[src/logic/graph_defines.svh]
//////////////////////////////////////////////////////////////////////
// Edge read path sizes
// Compute unit count, line and word widths, buffer depths
//////////////////////////////////////////////////////////////////////

`ifndef GRAPH_DEFINES_SVH
`define GRAPH_DEFINES_SVH

// Compute units served by the memory port
`define NUM_CU 4

// One cacheline, returned as two halves
`define LINE_BITS 128
`define HALF_BITS 64

// One edge word inside a line
`define WORD_BITS 32

// Per-unit edge buffer
`define EDGE_BUF_DEPTH 8

// Collector output queue
`define SKID_DEPTH 4

`endif
[src/logic/graph_pkg.sv]
//////////////////////////////////////////////////////////////////////
// Edge read path types
// Ids, offsets and payloads shared across the read path
//////////////////////////////////////////////////////////////////////

`include "graph_defines.svh"

package graph_pkg;

	// Compute unit index
	typedef logic [$clog2(`NUM_CU)-1:0] cu_id_t;

	// Word position inside a cacheline, 0 is the most significant word
	typedef logic [$clog2(`LINE_BITS/`WORD_BITS)-1:0] word_offset_t;

	// One half-line response
	typedef logic [`HALF_BITS-1:0] half_line_t;

	// One edge word
	typedef logic [`WORD_BITS-1:0] edge_word_t;

	// Edge word with the unit it came from
	typedef struct packed {
		cu_id_t     cu;
		edge_word_t data;
	} tagged_edge_t;

endpackage

[src/logic/edge_read_top.sv]
//////////////////////////////////////////////////////////////////////
// Edge read top
// Router, per-unit read control blocks and output collector
//////////////////////////////////////////////////////////////////////

`timescale 1ns/1ps

`include "graph_defines.svh"

module edge_read_top import graph_pkg::*; (
	input  logic         clock,
	input  logic         rstn,
	input  logic         enable,
	input  logic         resp0_valid,
	input  cu_id_t       resp0_cu,
	input  word_offset_t resp0_offset,
	input  half_line_t   resp0_data,
	input  logic         resp1_valid,
	input  cu_id_t       resp1_cu,
	input  word_offset_t resp1_offset,
	input  half_line_t   resp1_data,
	input  logic         out_ready,
	output logic         edge_valid,
	output cu_id_t       edge_cu,
	output edge_word_t   edge_data
);

	logic [`NUM_CU-1:0] half0_valid;
	logic [`NUM_CU-1:0] half1_valid;
	half_line_t         half0_data;
	half_line_t         half1_data;
	word_offset_t       offset;
	logic [`NUM_CU-1:0] edge_request;
	logic [`NUM_CU-1:0] word_valid;
	edge_word_t         word [`NUM_CU];

	// Half 1 offset duplicates half 0, kept for the pair check only
	a_offset_match: assert property (
		@(posedge clock) disable iff (!rstn)
		(enable && resp0_valid) |-> (resp0_offset == $past(resp1_offset))
	) else $error("half 0 offset differs from its half 1");

	read_response_router router (
		.clock       (clock),
		.rstn        (rstn),
		.enable      (enable),
		.resp0_valid (resp0_valid),
		.resp1_valid (resp1_valid),
		.resp0_cu    (resp0_cu),
		.resp1_cu    (resp1_cu),
		.resp0_offset(resp0_offset),
		.resp0_data  (resp0_data),
		.resp1_data  (resp1_data),
		.half0_valid (half0_valid),
		.half1_valid (half1_valid),
		.half0_data  (half0_data),
		.half1_data  (half1_data),
		.offset      (offset)
	);

	for (genvar i = 0; i < `NUM_CU; i++) begin : cu_read
		edge_data_read_control read_ctrl (
			.clock       (clock),
			.rstn        (rstn),
			.enable      (enable),
			.half0_valid (half0_valid[i]),
			.half1_valid (half1_valid[i]),
			.half0_data  (half0_data),
			.half1_data  (half1_data),
			.offset      (offset),
			.edge_request(edge_request[i]),
			.word_valid  (word_valid[i]),
			.word        (word[i])
		);
	end

	edge_data_collector collector (
		.clock       (clock),
		.rstn        (rstn),
		.enable      (enable),
		.word_valid  (word_valid),
		.word        (word),
		.edge_request(edge_request),
		.out_ready   (out_ready),
		.edge_valid  (edge_valid),
		.edge_cu     (edge_cu),
		.edge_data   (edge_data)
	);

endmodule

[src/logic/edge_data_collector.sv]
//////////////////////////////////////////////////////////////////////
// Edge data collector
// Polls the unit buffers in turn and queues tagged words for output
//////////////////////////////////////////////////////////////////////

`timescale 1ns/1ps

`include "graph_defines.svh"

module edge_data_collector import graph_pkg::*; (
	input  logic               clock,
	input  logic               rstn,
	input  logic               enable,
	input  logic [`NUM_CU-1:0] word_valid,
	input  edge_word_t         word [`NUM_CU],
	output logic [`NUM_CU-1:0] edge_request,
	input  logic               out_ready,
	output logic               edge_valid,
	output cu_id_t             edge_cu,
	output edge_word_t         edge_data
);

	localparam int OCC_W = $clog2(`SKID_DEPTH + 1);

	cu_id_t       rr_ptr;
	logic [OCC_W-1:0] occ;
	logic         issue;
	logic         ans_valid;
	cu_id_t       ans_idx;
	tagged_edge_t ans_item;
	tagged_edge_t head;
	logic         q_push;
	logic         q_pop;
	logic         q_full;
	logic         q_empty;

	//////////////////////////////////////////////////////////////////////
	// Request side
	//////////////////////////////////////////////////////////////////////

	// Room for this answer and the two still in flight
	assign issue = enable && (occ <= OCC_W'(`SKID_DEPTH - 3));

	always_comb begin
		for (int i = 0; i < `NUM_CU; i++) begin
			edge_request[i] = issue && (rr_ptr == cu_id_t'(i));
		end
	end

	always_ff @(posedge clock or negedge rstn) begin
		if (!rstn) begin
			rr_ptr <= '0;
		end else if (issue) begin
			rr_ptr <= (rr_ptr == cu_id_t'(`NUM_CU - 1)) ? '0 : rr_ptr + 1'b1;
		end
	end

	//////////////////////////////////////////////////////////////////////
	// Answer side
	//////////////////////////////////////////////////////////////////////

	// One-hot answer to unit index
	always_comb begin
		ans_idx = '0;
		for (int i = 0; i < `NUM_CU; i++) begin
			if (word_valid[i]) begin
				ans_idx = cu_id_t'(i);
			end
		end
	end

	assign ans_valid     = |word_valid;
	assign ans_item.cu   = ans_idx;
	assign ans_item.data = word[ans_idx];

	assign q_push = ans_valid;
	assign q_pop  = out_ready && !q_empty;

	// Fill level mirrors the queue
	always_ff @(posedge clock or negedge rstn) begin
		if (!rstn) begin
			occ <= '0;
		end else begin
			case ({q_push, q_pop})
				2'b10:   occ <= occ + 1'b1;
				2'b01:   occ <= occ - 1'b1;
				default: occ <= occ;
			endcase
		end
	end

	sync_fifo #(
		.item_t(tagged_edge_t),
		.DEPTH (`SKID_DEPTH)
	) skid_q (
		.clock    (clock),
		.rstn     (rstn),
		.push     (q_push),
		.push_data(ans_item),
		.full     (q_full),
		.pop      (q_pop),
		.pop_data (head),
		.pop_valid(edge_valid),
		.empty    (q_empty)
	);

	assign edge_cu   = head.cu;
	assign edge_data = head.data;

	// Units are polled one at a time, so answers never collide
	a_one_answer: assert property (@(posedge clock) disable iff (!rstn) $onehot0(word_valid))
		else $error("more than one unit answered in the same cycle");

endmodule

[src/logic/edge_data_read_control.sv]
//////////////////////////////////////////////////////////////////////
// Edge data read control
// Joins the two halves of a line, picks the edge word at the offset,
// reverses its bytes and keeps it in the unit's edge buffer
//////////////////////////////////////////////////////////////////////

`timescale 1ns/1ps

`include "graph_defines.svh"

module edge_data_read_control import graph_pkg::*; (
	input  logic         clock,
	input  logic         rstn,
	input  logic         enable,
	input  logic         half0_valid,
	input  logic         half1_valid,
	input  half_line_t   half0_data,
	input  half_line_t   half1_data,
	input  word_offset_t offset,
	input  logic         edge_request,
	output logic         word_valid,
	output edge_word_t   word
);

	// Half 1 waits here for its half 0
	logic                  h1_valid_q;
	half_line_t            h1_data_q;

	// Pipeline stages
	logic                  line_valid;
	logic [`LINE_BITS-1:0] line_q;
	word_offset_t          line_off;
	logic                  sel_valid;
	edge_word_t            sel_word;
	logic                  swap_valid;
	edge_word_t            swap_word;

	// Buffer side
	logic                  req_q;
	logic                  buf_push;
	logic                  buf_pop;
	logic                  buf_full;
	logic                  buf_empty;

	//////////////////////////////////////////////////////////////////////
	// Align and join
	//////////////////////////////////////////////////////////////////////

	always_ff @(posedge clock or negedge rstn) begin
		if (!rstn) begin
			h1_valid_q <= 1'b0;
			line_valid <= 1'b0;
			sel_valid  <= 1'b0;
			swap_valid <= 1'b0;
		end else begin
			h1_valid_q <= half1_valid;
			line_valid <= enable && half0_valid && h1_valid_q;
			sel_valid  <= line_valid;
			swap_valid <= sel_valid;
		end
	end

	always_ff @(posedge clock) begin
		if (half1_valid) begin
			h1_data_q <= half1_data;
		end
		// Half 0 is the upper part of the line
		if (half0_valid && h1_valid_q) begin
			line_q   <= {half0_data, h1_data_q};
			line_off <= offset;
		end
		// Offset 0 picks the most significant word
		sel_word  <= line_q[`LINE_BITS - 1 - line_off * `WORD_BITS -: `WORD_BITS];
		swap_word <= {<<8{sel_word}};
	end

	//////////////////////////////////////////////////////////////////////
	// Edge buffer
	//////////////////////////////////////////////////////////////////////

	// Words beyond a full buffer are dropped
	assign buf_push = swap_valid && !buf_full;

	// Request answered two cycles later, ignored when nothing is stored
	always_ff @(posedge clock or negedge rstn) begin
		if (!rstn) begin
			req_q <= 1'b0;
		end else begin
			req_q <= enable && edge_request && !buf_empty;
		end
	end

	assign buf_pop = req_q;

	sync_fifo #(
		.item_t(edge_word_t),
		.DEPTH (`EDGE_BUF_DEPTH)
	) edge_buf (
		.clock    (clock),
		.rstn     (rstn),
		.push     (buf_push),
		.push_data(swap_word),
		.full     (buf_full),
		.pop      (buf_pop),
		.pop_data (word),
		.pop_valid(word_valid),
		.empty    (buf_empty)
	);

	// A joined line must reach the buffer, so a full buffer here loses a word
	a_no_drop: assert property (
		@(posedge clock) disable iff (!rstn)
		line_valid |-> ##2 !buf_full
	) else $error("edge buffer full, word dropped");

endmodule

[src/logic/read_response_router.sv]
//////////////////////////////////////////////////////////////////////
// Read response router
// Registers both half-line channels and steers them by unit id
//////////////////////////////////////////////////////////////////////

`timescale 1ns/1ps

`include "graph_defines.svh"

module read_response_router import graph_pkg::*; (
	input  logic                clock,
	input  logic                rstn,
	input  logic                enable,
	input  logic                resp0_valid,
	input  logic                resp1_valid,
	input  cu_id_t              resp0_cu,
	input  cu_id_t              resp1_cu,
	input  word_offset_t        resp0_offset,
	input  half_line_t          resp0_data,
	input  half_line_t          resp1_data,
	output logic [`NUM_CU-1:0]  half0_valid,
	output logic [`NUM_CU-1:0]  half1_valid,
	output half_line_t          half0_data,
	output half_line_t          half1_data,
	output word_offset_t        offset
);

	// One-hot unit strobes, nothing captured while disabled
	always_ff @(posedge clock or negedge rstn) begin
		if (!rstn) begin
			half0_valid <= '0;
			half1_valid <= '0;
		end else begin
			for (int i = 0; i < `NUM_CU; i++) begin
				half0_valid[i] <= enable && resp0_valid && (resp0_cu == cu_id_t'(i));
				half1_valid[i] <= enable && resp1_valid && (resp1_cu == cu_id_t'(i));
			end
		end
	end

	// Payload goes to every unit
	always_ff @(posedge clock) begin
		if (enable && resp0_valid) begin
			half0_data <= resp0_data;
			offset     <= resp0_offset;
		end
		if (enable && resp1_valid) begin
			half1_data <= resp1_data;
		end
	end

	//////////////////////////////////////////////////////////////////////
	// Protocol check
	//////////////////////////////////////////////////////////////////////

	// Half 1 of a line leads half 0 by one cycle with the same id
	a_pair_order: assert property (
		@(posedge clock) disable iff (!rstn)
		(enable && resp0_valid) |-> ($past(resp1_valid) && resp0_cu == $past(resp1_cu))
	) else $error("half 0 without a matching half 1 one cycle earlier");

endmodule

[src/logic/sync_fifo.sv]
//////////////////////////////////////////////////////////////////////
// Synchronous FIFO
// Circular buffer with a registered read port, generic payload type
//////////////////////////////////////////////////////////////////////

`timescale 1ns/1ps

`include "graph_defines.svh"

module sync_fifo import graph_pkg::*; #(
	parameter type item_t = edge_word_t,
	parameter int  DEPTH  = `EDGE_BUF_DEPTH
) (
	input  logic  clock,
	input  logic  rstn,
	input  logic  push,
	input  item_t push_data,
	output logic  full,
	input  logic  pop,
	output item_t pop_data,
	output logic  pop_valid,
	output logic  empty
);

	localparam int PTR_W = (DEPTH > 1) ? $clog2(DEPTH) : 1;
	localparam int CNT_W = $clog2(DEPTH + 1);

	item_t             mem [DEPTH];
	logic [PTR_W-1:0]  wr_ptr;
	logic [PTR_W-1:0]  rd_ptr;
	logic [CNT_W-1:0]  count;

	assign full  = (count == CNT_W'(DEPTH));
	assign empty = (count == '0);

	// Storage, no reset
	always_ff @(posedge clock) begin
		if (push && !full) begin
			mem[wr_ptr] <= push_data;
		end
		if (pop && !empty) begin
			pop_data <= mem[rd_ptr];
		end
	end

	// Pointers and fill level
	always_ff @(posedge clock or negedge rstn) begin
		if (!rstn) begin
			wr_ptr    <= '0;
			rd_ptr    <= '0;
			count     <= '0;
			pop_valid <= 1'b0;
		end else begin
			pop_valid <= pop && !empty;
			if (push && !full) begin
				wr_ptr <= (wr_ptr == PTR_W'(DEPTH - 1)) ? '0 : wr_ptr + 1'b1;
			end
			if (pop && !empty) begin
				rd_ptr <= (rd_ptr == PTR_W'(DEPTH - 1)) ? '0 : rd_ptr + 1'b1;
			end
			case ({push && !full, pop && !empty})
				2'b10:   count <= count + 1'b1;
				2'b01:   count <= count - 1'b1;
				default: count <= count;
			endcase
		end
	end

	a_no_overflow: assert property (@(posedge clock) disable iff (!rstn) push |-> !full)
		else $error("push into a full FIFO");

	a_no_underflow: assert property (@(posedge clock) disable iff (!rstn) pop |-> !empty)
		else $error("pop from an empty FIFO");

endmodule

[config.mk]
export PLATFORM = sky130hd
export DESIGN_NAME = edge_read_top
export DESIGN_NICKNAME = d
export VERILOG_FILES = /design/src/logic/graph_pkg.sv /design/src/logic/edge_read_top.sv /design/src/logic/edge_data_collector.sv /design/src/logic/edge_data_read_control.sv /design/src/logic/read_response_router.sv /design/src/logic/sync_fifo.sv
export VERILOG_INCLUDE_DIRS = /design/src /design/src/logic
export SDC_FILE = /design/constraint.sdc
export NUM_CORES = 2
export LEC_CHECK = 0
export ABC_AREA = 1
export BUFFER_PORTS_ARGS = -buffer_cell sky130_fd_sc_hd__buf_2
export CORE_MARGIN = 2
export CORE_UTILIZATION = 30
export CTS_BUF_LIST = sky130_fd_sc_hd__clkbuf_2
export DETAILED_ROUTE_END_ITERATION = 10
export GPL_ROUTABILITY_DRIVEN = 0
export PLACE_DENSITY_LB_ADDON = 0.05
export SLEW_MARGIN = 10
export SYNTH_ARGS = -nofsm -noshare
export SYNTH_HDL_FRONTEND = slang
export SYNTH_SLANG_ARGS = --single-unit
[constraint.sdc]
create_clock -name clock -period 4.4 [get_ports clock]
set_input_delay 0.44 -clock clock [delete_from_list [all_inputs] [get_ports clock]]
set_output_delay 0.44 -clock clock [all_outputs]
set_load 0.03 [all_outputs]
## Word level (Yosys, flattened, before mapping)

Memory sizes are Yosys's and may differ from the RTL's. A register that Yosys moved wholly into a read port is not among the register bits.
Index checks and enable logic that the tools add are counted.
W data, S select, Z words.

| cells by class | value |
|---|---|
| equality and inequality tests | 36 |
| bitwise logic cells | 1 |
| reduce and logical (&&, ||, !) cells | 75 |
| add/sub/neg operators | 27 |
| order comparisons | 2 |
| multiplexer cells | 33 |
| shift operators | 4 |

Operators with widths:

| cell | number |
|---|---|
| $shiftx A159 B33 Y32 | 4 |
| $bmux W32 S2 | 1 |
| $mux W32 | 2 |
| $logic_and A1 B1 Y1 | 50 |
| $pmux W4 S2 | 4 |
| $sub A7 B7 Y8 const A | 4 |
| $add A3 B1 Y3 const B | 10 |
| $eq A2 B2 Y1 const B | 14 |
| $eq A3 B3 Y1 const B | 9 |
| $mux W3 | 8 |
| $eq A2 B1 Y1 const B | 9 |
| $add A4 B1 Y4 const B | 4 |
| $eq A4 B4 Y1 const B | 4 |
| $logic_not A4 Y1 | 4 |
| $sub A4 B1 Y4 const B | 4 |
| $pmux W3 S2 | 2 |
| $reduce_bool A2 Y1 | 6 |
| $mux W1 | 11 |
| $logic_not A1 Y1 | 10 |
| $mux W2 | 5 |
| $add A2 B1 Y2 const B | 3 |
| $logic_not A2 Y1 | 3 |
| $sub A3 B1 Y3 const B | 2 |
| $reduce_or A4 Y1 | 1 |
| other kinds (4) | 4 |

| storage, ports and cells | value |
|---|---|
| register bits after elaboration | 1,247 |
| memories kept | 5 |
| output and inout port bits | 35 |
| word-level logic and storage cells | 250 |
| input port bits | 142 |
| bits in writable memories | 1,160 |

Memory list:

| name | depth | width | read ports | clocked after memory_dff | write ports | line | RTL |
|---|---|---|---|---|---|---|---|
| cu_read[0].read_ctrl.edge_buf.mem | 8 | 32 | 1 | 1 | 1 | sync_fifo.sv:28 | `item_t mem [DEPTH];` |
| cu_read[1].read_ctrl.edge_buf.mem | 8 | 32 | 1 | 1 | 1 | sync_fifo.sv:28 |  |
| cu_read[2].read_ctrl.edge_buf.mem | 8 | 32 | 1 | 1 | 1 | sync_fifo.sv:28 |  |
| cu_read[3].read_ctrl.edge_buf.mem | 8 | 32 | 1 | 1 | 1 | sync_fifo.sv:28 |  |
| collector.skid_q.mem | 4 | 34 | 1 | 1 | 1 | sync_fifo.sv:28 |  |

## Depth between registers and ports, before layout

| logic depth | value |
|---|---|
| depth in word-level cells | 7 |
| mapped depth | 13 |
| depth with buffers taken out | 13 |

## By module

From an unflattened synthesis, not the netlist that was laid out.

| unflattened totals | value |
|---|---|
| cell total of the unflattened synthesis | 8,517 |
| area, all modules | 98,727.2 µm² |

Modules (own cells, without submodules):

| module | seq. area each (µm²) | cells each | area an instance (µm²) | instances |
|---|---|---|---|---|
| edge_data_read_control | 7,231.9 | 645 | 8,824.7 | 4 |
| sync_fifo (cu_read[2].read_ctrl.edge_buf ...) | 8,923.6 | 1,227 | 12,647.1 | 2 |
| sync_fifo (cu_read[0].read_ctrl.edge_buf) | 8,923.6 | 1,228 | 12,652.1 | 1 |
| sync_fifo (cu_read[1].read_ctrl.edge_buf) | 8,923.6 | 1,228 | 12,642.1 | 1 |
| sync_fifo (collector.skid_q) | 5,305.1 | 492 | 6,864.1 | 1 |
| read_response_router | 4,103.9 | 162 | 4,194.0 | 1 |
| edge_data_collector | 125.1 | 373 | 1,781.7 | 1 |

## Worst setup path before layout

No wires, ideal clock.

| timing | value |
|---|---|
| path kind | reg-to-reg |
| start | reg collector.skid_q.count[1] |
| end | reg collector.skid_q.count[2] |
| stages on the path, launching flop included | 9 |
| required time | 4.269 ns |
| slack | 0.664 ns |
| arrival | 3.605 ns |
| setup time | 0.131 ns |
| clock period less this slack | 3.736 ns |
| path buffers | 0 |
| path through | dfrtp_1 inv_1 a31oi_1 ha_1 inv_1 fa_1 a21oi_1 o21ai_0 xor2_1 |

| on the way | value |
|---|---|
| cells in the longest elaborated chain, start to end | 6 |
| elaborated cells on any way between the ends | 13 |
| those cells by class | 2 x add/sub; 3 x eq/ne; 1 x mux; 7 x reduce/logical |

Ends and longest elaborated chain:

| element | line | RTL |
|---|---|---|
| from (decl) | sync_fifo.sv:31 | `logic [CNT_W-1:0] count;` |
| from (signal assigned) | sync_fifo.sv:62 | `2'b10: count <= count + 1'b1;` |
| from (signal assigned) | sync_fifo.sv:63 | `2'b01: count <= count - 1'b1;` |
| from (signal assigned) | sync_fifo.sv:64 | `default: count <= count;` |
| $logic_not A3 Y1 | sync_fifo.sv:34 | `assign empty = (count == '0);` |
| $logic_not A1 Y1 | edge_data_collector.sv:77, sync_fifo.sv:61 |  |
| $logic_and A1 B1 Y1 | edge_data_collector.sv:77 | `assign q_pop = out_ready && !q_empty;` |
| $logic_and A1 B1 Y1 | sync_fifo.sv:61 | `case ({push && !full, pop && !empty})` |
| $eq A2 B1 Y1 or $eq A2 B2 Y1 (tied branches) | sync_fifo.sv:61 |  |
| $pmux W3 S2 or $reduce_bool A2 Y1 (tied branches) | -- |  |

Parallel ways exist; a longest one is shown, timed or not.
A chain may end at the register's enable or synchronous reset.

==> impl_metrics.env <==
export IMPL_status="completed"
export IMPL_ant_nets=0
export IMPL_io_pins=177
export IMPL_max_freq_mhz=326
export IMPL_fp_dieArea_um2=307000
export IMPL_cpLargestDelayFamily="buffers and inverters"
export IMPL_power_leakage_nw=38.5
export IMPL_antenna_found_initial=55
export IMPL_synth_top_family_by_area="compound AO/OA/AOI/OAI gates"
export IMPL_grt_pass1_wl_mm=400
export IMPL_numCtsBuffers=696
export IMPL_finalHoldViolations=0
export IMPL_final_cell_mix="2228 x edfxtp_1, 1200 x nor2_1, 1116 x clkbuf_2, 852 x o21ai_0, 554 x dlygate4sd3_1"
export IMPL_clk_pin_slew_worst_paths_ns=0.11
export IMPL_crit_type="flop to flop"
export IMPL_r2r_slack_ns=1.33
export IMPL_drive_gt1_share_pct=19.7
export IMPL_post_cts_resized=0
export IMPL_cts_tree="built"
export IMPL_setup_tns_ns=0
export IMPL_synth_area_mux_share_pct=0
export IMPL_cts_sinks=2569
export IMPL_drtIter0Drc=3412
export IMPL_crit_arrival_ns=4.76
export IMPL_synth_flop_cell="edfxtp_1"
export IMPL_cellPowerDensity_nw_per_um2=500
export IMPL_dp_hpwl_mm=169
export IMPL_drv_cap=0
export IMPL_coreArea_um2=302000
export IMPL_grt_max_degree=92
export IMPL_start_util_pct=30.1
export IMPL_portBuffers=174
export IMPL_netlist_area_um2=90800
export IMPL_place_area_um2=96600
export IMPL_synth_cell_type_count=32
export IMPL_post_drt_wl_per_cell_um=23.7
export IMPL_htree_num_levels=6
export IMPL_drcViolationCount=0
export IMPL_synth_fa_ha_area_share_pct=0.601
export IMPL_synthArstFlopShare_pct=3.31
export IMPL_worst_slew_pin_slew_ns=1.10
export IMPL_rsz0062_at_grt="false"
export IMPL_required_ns=6.09
export IMPL_maxSlewHeadroom_pct=27.0
export IMPL_final_cell_area_um2=109000
export IMPL_cp_max_fo=52
export IMPL_period_share_pct=69.8
export IMPL_max_stage_delay_ns=0.69
export IMPL_crit_path_top_delay_cell="dfrtp_4"
export IMPL_finClkSkew_ns=0.218
export IMPL_finish_net_count=7633
export IMPL_overflow=0
export IMPL_slew_violations=0
export IMPL_drtPass1Iterations=5
export IMPL_cp_num_buf_inv=2
export IMPL_area_delta_synth_final_pct=20.0
export IMPL_vias_per_cell=4.50
export IMPL_synth_simple_gate_area_share_pct=7.46
export IMPL_grt_usage_pct=18.3
export IMPL_synthXorXnorAreaFrac_pct=0.145
export IMPL_path_cells="buf_4 > buf_4 > nor2_1 > nor2_1 > o21ai_0 > o21ai_1 > nand2_1 > nand2_1"
export IMPL_min_period_ns=3.07
export IMPL_clockBufferDepth=4
export IMPL_vias=54200
export IMPL_die_h_um=554
export IMPL_ys_warn_count=0
export IMPL_filler_cell_count=29300
export IMPL_hp_class="flop to flop"
export IMPL_synth_compound_area_share_pct=7.96
export IMPL_end_kind="flop"
export IMPL_finalSetupViolCount=0
export IMPL_seq_area_frac_synth_pct=81.7
export IMPL_syn_inst=6199
export IMPL_synth_nets=6384
export IMPL_synth_seq_cells=2569
export IMPL_clkLatencyLatePin_ns=2.05
export IMPL_clockRootBuffer="clkbuf_2"
export IMPL_num_rows=202
export IMPL_wirelength_mm=286
export IMPL_synth_edf_count=2228
export IMPL_die_x_um=554
export IMPL_start_kind="flop"
export IMPL_grt_pass1_vias=54900
export IMPL_layout_commonest_cell="edfxtp_1"
export IMPL_synth_area_per_cell_um2=14.6
export IMPL_peakVddDrop_mv=0.309
==> worst paths after layout <==
check	startpoint	endpoint	depth (start not counted)
setup / recovery	cu_read[0].read_ctrl.edge_buf.rd_ptr[0]$_DFFE_PN0P_	cu_read[0].read_ctrl.edge_buf.pop_data[15]$_DFFE_PP_	8
hold / removal	cu_read[0].read_ctrl.sel_word[28]$_DFF_P_	cu_read[0].read_ctrl.swap_word[4]$_DFF_P_	0
setup reg to reg	cu_read[0].read_ctrl.edge_buf.rd_ptr[0]$_DFFE_PN0P_	cu_read[0].read_ctrl.edge_buf.pop_data[15]$_DFFE_PP_	8
hold reg to reg	cu_read[0].read_ctrl.sel_word[28]$_DFF_P_	cu_read[0].read_ctrl.swap_word[4]$_DFF_P_	0
max in group asynchronous	rstn	cu_read[3].read_ctrl.edge_buf.rd_ptr[1]$_DFFE_PN0P_	7
min in group asynchronous	rstn	cu_read[0].read_ctrl.buf_pop$_DFF_PN0_	6
==> power breakdown <==
group,switching [mW],leakage [nW],internal [mW],total [mW]
clock network,10.2,5.11,7.34,17.5
logic,5.98,9.94,2.61,8.59
registers,0.910,23.4,27.4,28.3
total,17.1,38.5,37.4,54.5
==> registers in the layout, summed over array words and instances (netlist names), 3 cells and up <==
register and count:
collector.occ 3, collector.skid_q.count 3, collector.skid_q.mem 136, collector.skid_q.pop_data 34, cu_read.read_ctrl.buf_pop 4, cu_read.read_ctrl.edge_buf.count 16
cu_read.read_ctrl.edge_buf.mem 1024, cu_read.read_ctrl.edge_buf.pop_data 128, cu_read.read_ctrl.edge_buf.pop_valid 4, cu_read.read_ctrl.edge_buf.rd_ptr 12, cu_read.read_ctrl.edge_buf.wr_ptr 12, cu_read.read_ctrl.h1_data_q 256
cu_read.read_ctrl.h1_valid_q 4, cu_read.read_ctrl.line_off 8, cu_read.read_ctrl.line_q 512, cu_read.read_ctrl.line_valid 4, cu_read.read_ctrl.sel_valid 4, cu_read.read_ctrl.sel_word 128
cu_read.read_ctrl.swap_valid 4, cu_read.read_ctrl.swap_word 128, router.half0_data 64, router.half0_valid 4, router.half1_data 64, router.half1_valid 4
==> cell type report <==
type | count | area (um^2) | area share, %
clock inverter | 160 | 1060 | 0.973
timing repair buffer | 863 | 7660 | 7.03
tap | 3978 | 4980 | 4.57
multi-input combinational | 3220 | 15000 | 13.7
antenna | 35 | 87.6 | 0.0804
inverter | 98 | 403 | 0.370
clock buffer | 1116 | 5590 | 5.13
sequential | 2569 | 74200 | 68.1
==> routing by layer <==
metal  share of wire, %  vias to the layer above  global-route usage [%]  routed length, um
li1                   -                    25500                       -                  -
met5              0.022                        -                       0                 64
met1                 45                    26800                    24.6             129000
met4                2.7                       10                    6.04               7770
met2                 47                     1432                    29.3             133000
met3                5.3                      467                    3.80              15200
==> cell families after synthesis <==
logic type | after synthesis
flip-flops | 2569
XOR/XNOR | 15
buffers and inverters | 410
AO/OA/AOI/OAI | 1372
adder cells (fa/ha/maj) | 43
AND/OR/NAND/NOR | 1790
==> cell usage after synthesis (32+ instances only) <==
| master | number | area, um^2 |
|---|---|---|
| clkbuf_1 | 140 | 526 |
| o31ai_1 | 32 | 240 |
| o21ai_0 | 852 | 4260 |
| inv_1 | 88 | 330 |
| dfxtp_1 | 256 | 5120 |
| o22ai_1 | 198 | 1240 |
| nor2_1 | 1236 | 4640 |
| edfxtp_1 | 2228 | 66900 |
| buf_2 | 98 | 490 |
| o21ai_1 | 267 | 1340 |
| dfrtp_1 | 85 | 2130 |
| nand2_1 | 521 | 1960 |
| ha_1 | 42 | 526 |
==> stage by stage <==
| step | instances | power [mW] | hold slack [ns] | util, % | worst slack [ns] |
|---|---|---|---|---|---|
| final | 12000 | 54.5 | 0.290 | 36.1 | 1.33 |
| after global routing | 12000 | 57.8 | 0.185 | 36.0 | 1.12 |
| after detailed placement | 10200 | 37.3 | 0.312 | 32.0 | 1.45 |
| after floorplan | 6199 | 34.1 | 0.144 | - | 0.664 |
| after global placement | 10200 | 37.3 | 0.312 | 32.0 | 1.42 |
| after CTS | 12000 | 55.6 | 0.00440 | 36.0 | 0.981 |
==> what timing repair did <==
item                                    CTS  global route
hold buffers                            555             0
buffers inserted                          0             0
endpoints found under the hold margin   406             0
endpoints found under the setup margin    0             0
Power figures use the tool's default switching activity.
